File: config.mk
export PLATFORM = sky130hd
export DESIGN_NAME = execute_output_flat
export DESIGN_NICKNAME = d
export VERILOG_FILES = /design/src/hdl/exec_pkg.sv /design/src/hdl/exec_result_if.sv /design/src/hdl/execute_output.sv /design/src/flat_wrapper.sv
export SDC_FILE = /design/constraint.sdc
export NUM_CORES = 1
export LEC_CHECK = 0
export BUFFER_PORTS_ARGS = -buffer_cell sky130_fd_sc_hd__buf_4
export CORE_AREA = 3 3 98 100
export DETAILED_ROUTE_END_ITERATION = 12
export DIE_AREA = 0 0 101 103
export PLACE_DENSITY = 0.5
export SLEW_MARGIN = 15
export SYNTH_ARGS = -nofsm -noshare
export SYNTH_HDL_FRONTEND = slang
export SYNTH_SLANG_ARGS = --single-unit
File: constraint.sdc
create_clock -name vclk -period 1.5
set_input_delay 0.225 -clock vclk [all_inputs]
set_output_delay 0.225 -clock vclk [all_outputs]
set_load 0.1 [all_outputs]
File: src/hdl/exec_pkg.sv
package exec_pkg;

  // datapath width shared by both units and the output arbiter
  localparam int XLEN = 64;

  // destination register number width
  localparam int RD_W = 4;

  // opcodes, alu ops first and then the multiplier ops
  typedef enum logic [3:0] {
    OP_ADD   = 4'd0,
    OP_SUB   = 4'd1,
    OP_AND   = 4'd2,
    OP_OR    = 4'd3,
    OP_XOR   = 4'd4,
    OP_SLL   = 4'd5,
    OP_SRL   = 4'd6,
    OP_SLT   = 4'd7,
    // low half of the unsigned product
    OP_MUL   = 4'd8,
    // high half of the unsigned product
    OP_MULHU = 4'd9
  } exec_op_e;

  // memory operation for the next stage, carried through the units untouched
  typedef enum logic [1:0] {
    MEM_NONE  = 2'd0,
    MEM_LOAD  = 2'd1,
    MEM_STORE = 2'd2
  } mem_op_e;

  // 10-bit command word that travels with every operation
  typedef struct packed {
    exec_op_e         op;
    mem_op_e          mem_op;
    logic [RD_W-1:0]  rd;
  } exec_cmd_t;

  // condition flags of a finished result
  typedef struct packed {
    logic zero;
    logic negative;
    // add gives the carry out, sub gives the adder carry (1 means no borrow)
    logic carry;
    logic overflow;
  } exec_flags_t;

endpackage

File: src/hdl/exec_result_if.sv
interface exec_result_if #(
  parameter int  ROB_SIZE = 32,
  localparam int TAG_W    = $clog2(ROB_SIZE + 1)
);
  import exec_pkg::*;

  // finished result offered by a unit
  logic              valid;
  logic [XLEN-1:0]   data;
  logic [TAG_W-1:0]  tag;
  exec_cmd_t         cmd;
  exec_flags_t       flags;

  // grant back from the arbiter, unit holds its fields while valid && !can_go
  logic              can_go;

  // execution unit side
  modport unit (
    output valid, data, tag, cmd, flags,
    input  can_go
  );

  // arbiter side
  modport arbiter (
    input  valid, data, tag, cmd, flags,
    output can_go
  );

endinterface

File: src/hdl/execute_output.sv
module execute_output #(
  parameter int  ROB_SIZE = 32,
  localparam int TAG_W    = $clog2(ROB_SIZE + 1)
) (
  exec_result_if.arbiter               mul_i,
  exec_result_if.arbiter               alu_i,
  output logic [exec_pkg::XLEN-1:0]    data_o,
  output logic [TAG_W-1:0]             tag_o,
  output exec_pkg::exec_cmd_t          cmd_o,
  output exec_pkg::exec_flags_t        flags_o,
  output logic                         valid_o
);

  // fixed priority, multiplier lane wins over the alu lane
  assign mul_i.can_go = mul_i.valid;
  assign alu_i.can_go = alu_i.valid && !mul_i.valid;

  // alu fields are the default when nothing is granted
  always_comb begin
    if (mul_i.can_go) begin
      data_o  = mul_i.data;
      tag_o   = mul_i.tag;
      cmd_o   = mul_i.cmd;
      flags_o = mul_i.flags;
    end else begin
      data_o  = alu_i.data;
      tag_o   = alu_i.tag;
      cmd_o   = alu_i.cmd;
      flags_o = alu_i.flags;
    end
  end

  // one result per cycle toward memory
  assign valid_o = mul_i.can_go | alu_i.can_go;

endmodule

File: src/flat_wrapper.sv
// flat-port wrapper written by rule: the top's interface ports become plain ports
module execute_output_flat 
#(
  parameter int  ROB_SIZE = 32,
  localparam int TAG_W    = $clog2(ROB_SIZE + 1)
)
  (data_o, tag_o, cmd_o, flags_o, valid_o, mul_i_valid, mul_i_data, mul_i_tag, mul_i_cmd, mul_i_flags, mul_i_can_go, alu_i_valid, alu_i_data, alu_i_tag, alu_i_cmd, alu_i_flags, alu_i_can_go);
  exec_result_if #(.ROB_SIZE(ROB_SIZE)) mul_i_i ();
  exec_result_if #(.ROB_SIZE(ROB_SIZE)) alu_i_i ();
  output logic [exec_pkg::XLEN-1:0] data_o;
  output logic [TAG_W-1:0] tag_o;
  output exec_pkg::exec_cmd_t cmd_o;
  output exec_pkg::exec_flags_t flags_o;
  output logic valid_o;
  input wire logic [$bits(mul_i_i.valid)-1:0] mul_i_valid;
  input wire logic [$bits(mul_i_i.data)-1:0] mul_i_data;
  input wire logic [$bits(mul_i_i.tag)-1:0] mul_i_tag;
  input wire logic [$bits(mul_i_i.cmd)-1:0] mul_i_cmd;
  input wire logic [$bits(mul_i_i.flags)-1:0] mul_i_flags;
  output wire logic [$bits(mul_i_i.can_go)-1:0] mul_i_can_go;
  input wire logic [$bits(alu_i_i.valid)-1:0] alu_i_valid;
  input wire logic [$bits(alu_i_i.data)-1:0] alu_i_data;
  input wire logic [$bits(alu_i_i.tag)-1:0] alu_i_tag;
  input wire logic [$bits(alu_i_i.cmd)-1:0] alu_i_cmd;
  input wire logic [$bits(alu_i_i.flags)-1:0] alu_i_flags;
  output wire logic [$bits(alu_i_i.can_go)-1:0] alu_i_can_go;
  assign mul_i_i.valid = mul_i_valid;
  assign mul_i_i.data = mul_i_data;
  assign mul_i_i.tag = mul_i_tag;
  assign mul_i_i.cmd = mul_i_cmd;
  assign mul_i_i.flags = mul_i_flags;
  assign mul_i_can_go = mul_i_i.can_go;
  assign alu_i_i.valid = alu_i_valid;
  assign alu_i_i.data = alu_i_data;
  assign alu_i_i.tag = alu_i_tag;
  assign alu_i_i.cmd = alu_i_cmd;
  assign alu_i_i.flags = alu_i_flags;
  assign alu_i_can_go = alu_i_i.can_go;
  execute_output #(.ROB_SIZE(ROB_SIZE)) u_core (.mul_i(mul_i_i), .alu_i(alu_i_i), .data_o(data_o), .tag_o(tag_o), .cmd_o(cmd_o), .flags_o(flags_o), .valid_o(valid_o));
endmodule
Yosys cells after proc, flatten, opt, wreduce, memory -nomap -nowiden
Index checks and enable logic that the tools add are counted.
- bits in registers: 0
- bits of input ports: 170
- output and inout port bits: 87
- word-level logic and storage cells: 7
- multiplexer cells: 4
- bitwise gates (word level): 1
- reduce and logical (&&, ||, !) cells: 2
- operator list (operator ; count):
    two-way mux 64 bit ; 1
    two-way mux 10 bit ; 1
    two-way mux 6 bit ; 1
    two-way mux 4 bit ; 1
    logical AND 1 bit ; 1
    zero test 1 bit ; 1
    bitwise OR 1 bit ; 1

Depth between registers and ports, before layout
Gate-level depths: netlist of run 1.
- word-level depth: 3
- mapped depth: 4
- depth with buffers taken out: 1

Worst setup path after synthesis of run 1
No wires, ideal clock.
- path type: input-to-output
- from: input port mul_i_valid
- to: output port alu_i_can_go
- data arrival time: 1.961 ns
- required time: 1.275 ns
- slack: -0.686 ns
- stages: 4
- buffers on the path: 3
- path through: buf_6 -> buf_6 -> buf_8 -> nor2b_1
- longest elaborated chain between the ends: 2
- RTL lines (element ; RTL line ; RTL):
    start: declaration ; flat_wrapper.sv:15 ; input wire logic [$bits(mul_i_i.valid)-1:0] mul_i_valid;
    zero test 1 bit ; execute_output.sv:16 ; assign alu_i.can_go = alu_i.valid && !mul_i.valid;
    logical AND 1 bit ; execute_output.sv:16 ;
    end: declaration ; flat_wrapper.sv:26 ; output wire logic [$bits(alu_i_i.can_go)-1:0] alu_i_can_go;
No other way between the ends.

Worst setup path after layout of run 1
- from: input port mul_i_valid
- to: output port data_o[24] (netlist bit)
- longest elaborated chain between the ends: 1
- RTL lines (element ; RTL line ; RTL):
    two-way mux 64 bit ; execute_output.sv:20 ; if (mul_i.can_go) begin
    end: declaration ; flat_wrapper.sv:10 ; output logic [exec_pkg::XLEN-1:0] data_o;
No other way between the ends.

==> results of run 1 <==
[final timing paths]
kind / start / end / cells past startpoint / slack [ns]
max: mul_i_valid / data_o[24] / 4 / 0.05
min: alu_i_valid / alu_i_can_go / 3 / 0.90
[where the power goes]
part	leakage [uW]	total [uW]	internal, uW	switching (uW)
registers	0	0	0	0
logic	0.00177	2310	727	1580
clock network	0	0	0	0
[kinds of logic (layout without fill, tap and decap cells)]
logic type,Yosys count,after routing,synth area share [%]
buffers and inverters,11,261,10.2
AND/OR/NAND/NOR,2,2,1.02
multiplexers,84,84,88.8
[per-stage QoR]
step | setup WS [ns] | hold WS [ns] | instance area, um2 | util (%) | cells
6_report | 0.0532 | 0.900 | 3240 | 37.0 | 455
2_1_floorplan | 0.136 | 0.654 | 1230 | - | 97
5_1_grt | 0.0225 | 0.908 | 3240 | 37.0 | 455
4_1_cts | 0.0524 | 0.905 | 3240 | 37.0 | 455
3_5_place_dp | 0.0562 | 0.904 | 3240 | 37.0 | 455
3_3_place_gp | 0.0575 | 0.904 | 3240 | 37.0 | 455
[layout by cell type, fill, tap and decap left out]
cell / Yosys / final
buf_4: 1 / 258
mux2_2: 46 / 46
nor2b_4: 0 / 1
mux2_4: 38 / 38
buf_12: 3 / 3
or2_2: 0 / 1
[cell type report]
cell class / instances / area, um2
fill: 891 / 5520
timing repair buffer: 261 / 2000
multi-input combinational: 86 / 1110
tap: 108 / 135
[layer usage]
metal | wire length (um) | up-vias | part of all wire, %
met2 | 3570 | 148 | 55
met3 | 941 | 0 | 14
met4 | 0 | 0 | 0
met1 | 2020 | 809 | 31
met5 | 0 | - | 0
li1 | - | 866 | -
==> flow_metrics.tcl, run 1 <==
set metrics [dict create \
    die_height_um 103 \
    synth_warnings 0 \
    use_met2_pct 21.4 \
    fin_crit_sh_pct 96.5 \
    core_area_mm2 0.00876 \
    die-area_mm2 0.0104 \
    drt_first_iter_violations 13 \
    ant_nets 0 \
    cts_resized 0 \
    drv_slew 0 \
    yosysTopAreaCellShare_pct 46.5 \
    worstPathArrival_ns 1.22 \
    grt_start_max_net_pins 31 \
    finalSetupTns_ns 0 \
    cp_slowest_stage_delay_ns 0.36 \
    register_area_um2 0 \
    busiest_layer "met2" \
    p_total_uw 2310 \
    wl_per_cell_um 14.4 \
    cts_setup_buffers 0 \
    final_nets 519 \
    syn_nets 267 \
    hold_class "input port to output pin" \
    synth_commonest_cells "46 x mux2_2, 38 x mux2_4, 4 x buf_2" \
    yosysSeqAreaShare_pct 0 \
    worstMarginPinSlew_ns 0.290 \
    peakVddDrop_v 0.000295 \
    required_ns 1.27 \
    synthTopCellsByArea "mux2_4 47%, mux2_2 42%, buf_12 4.9%, buf_6 1.8%, buf_2 1.6%" \
    antenna_found_initial 0 \
    path_cells "buf_4 -> buf_12 -> mux2_2 -> buf_4" \
    start_util_pct 14.0 \
    crit_slowest_cell "mux2_2" \
    crit_path_start_kind "input port" \
    p_leak_uw 0.00177 \
    totalWireLength_um 6540 \
    grt_pass1_vias 1802 \
    cp_num_buf_inv 3 \
    clkbuf_count 0 \
    met3_usage_pct 2.37 \
    yosys.area.top_type "mux2_4" \
    finalSetupViolCount 0 \
    max-cap-violations 0 \
    pwr_density_cell_mw_per_mm2 713 \
    numPortBuffers 257 \
    status "finished clean" \
    seq_cell_count 0 \
    overflow 0 \
    std_cell_rows 34 \
    cpMostUsedCell "buf_4" \
    hpwl_um 5970 \
    pin_count 257 \
    grt_usage_pct 10.2 \
    synthToLayoutAreaGrowth_pct 164 \
    cts_hold_buf 0 \
    rsz0062_at_grt "false" \
    drive_gt1_share_pct 100 \
    path_class "input port to output pin" \
    synth_most_common_cell "mux2_2" \
    syn_area_mm2 0.00123 \
    die_width_um 101 \
    end_kind "output pin" \
    via_count 1823 \
    cp_top_family "buffers and inverters" \
    use_met1_pct 10.7 \
    drc 0 \
    synthCells 97 \
    grt_pass1_wl_um 8670 \
    yosysUniqueCellTypes 9 \
    via_per_inst 4.01 \
    n_antenna_cell 0 \
    globalplace.congestion 0.741 \
    maxSlewHeadroom_pct 80.8 \
    fmax_mhz 691 \
    first_pass_iters 3 \
    hold_viol 0 \
    fin_crit_ns 1.45 \
    syn_avg_cell_area_um2 12.6 \
    path_max_fanout 30 \
]
No activity file was read; power rests on OpenSTA's default activity.
==> inputs of run 2 (changes only) <==
--- a/config.mk
+++ b/config.mk
@@ -11,4 +11,5 @@
 export DIE_AREA = 0 0 101 103
 export PLACE_DENSITY = 0.5
+export RECOVER_POWER = 25
 export SLEW_MARGIN = 15
 export SYNTH_ARGS = -nofsm -noshare
==> constraint.sdc (replaced) <==
create_clock -name vclk -period 1.5
set_input_delay 0.225 -clock vclk [all_inputs]
set_output_delay 0.225 -clock vclk [all_outputs]
set_load 0.01 [all_outputs]
==> flow_metrics.tcl, run 2 (synthesis results as in run 1) <==
set metrics [dict create \
    drv_slew 0 \
    totalWireLength_um 6410 \
    end_kind "output pin" \
    clkbuf_count 0 \
    path_cells "buf_4 -> buf_12 -> mux2_2 -> buf_4" \
    die_width_um 101 \
    hold_viol 0 \
    cp_num_buf_inv 3 \
    seq_cell_count 0 \
    final_cell_mix "251 x buf_4, 46 x mux2_2, 28 x mux2_4" \
    fin_crit_sh_pct 92.1 \
    grt_pass1_vias 1754 \
    final_common_cell "buf_4" \
    hpwl_um 5760 \
    pin_count 257 \
    p_leak_uw 0.00169 \
    drt_first_iter_violations 9 \
    crit_path_start_kind "input port" \
    globalplace.congestion 0.658 \
    peakVddDrop_v 0.000157 \
    synthToLayoutAreaGrowth_pct 157 \
    rsz0062_at_grt "false" \
    cpMostUsedCell "buf_4" \
    cp_top_family "buffers and inverters" \
    worstPathArrival_ns 1.16 \
    std_cell_rows 34 \
    ant_nets 0 \
    worstMarginPinSlew_ns 0.274 \
    pwr_density_cell_mw_per_mm2 317 \
    max-cap-violations 0 \
    cts_hold_buf 0 \
    fmax_mhz 724 \
    overflow 0 \
    path_class "input port to output pin" \
    crit_slowest_cell "mux2_2" \
    grt_pass1_wl_um 8580 \
    first_pass_iters 2 \
    wl_per_cell_um 14.1 \
    finalSetupTns_ns 0 \
    register_area_um2 0 \
    final_cells 454 \
    path_max_fanout 41 \
    n_antenna_cell 0 \
    start_util_pct 14.0 \
    core_area_mm2 0.00876 \
    hold_class "input port to output pin" \
    via_count 1790 \
    via_per_inst 3.94 \
    cp_slowest_stage_delay_ns 0.38 \
    die_height_um 103 \
    antenna_found_initial 1 \
    required_ns 1.27 \
    finalSetupViolCount 0 \
    final_nets 518 \
    maxSlewHeadroom_pct 81.7 \
    cts_resized 0 \
    die-area_mm2 0.0104 \
    fin_crit_ns 1.38 \
    status "finished clean" \
    drc 0 \
    grt_start_max_net_pins 42 \
    grt_usage_pct 9.94 \
    cts_setup_buffers 0 \
    numPortBuffers 257 \
    placed_cells_incl_taps 454 \
    drive_gt1_share_pct 94.8 \
]
[run 2: cell types whose count changed in the layout (fill, tap and decap cells not counted), sizes merged]
cell and change:
clkbuf +7, buf -8
[run 2: layer usage]
metal  track usage (%)  vias to the layer above  part of all wire (%)
met5                 0                        -                  0.20
met4             0.613                        2                  0.62
met3              2.98                        4                    15
met2              19.8                      150                    52
met1              10.7                      771                    32
li1                  -                      863                     -
[run 2: final timing paths]
path                  depth (start not counted)    startpoint       end  slack (ns)
worst min-delay path                          3  alu_i_tag[0]  tag_o[0]        0.74
worst max-delay path                          4   mul_i_valid  cmd_o[9]        0.12
[run 2: cell type report]
class	count	area [um2]
fillers	901	5610
repair buffers	260	1950
multi-input cells	86	1060
well taps	108	135
[run 2: report_power, final]
group	internal (uW)	total, uW	switching (uW)
registers	0	0	0
clock network	0	0	0
logic	678	999	321
total	678	999	321
[run 2: per-stage QoR]
stage	total power, uW	area, um2	hold slack [ns]	setup WS, ns	util, %
after global placement	1040	3210	0.734	0.129	36.7
after detailed placement	1040	3210	0.727	0.114	36.7
after global routing	1070	3150	0.756	0.0854	36.0
after floorplan	429	1230	0.542	0.349	-
final	999	3150	0.745	0.118	36.0
after CTS	1050	3210	0.728	0.111	36.7
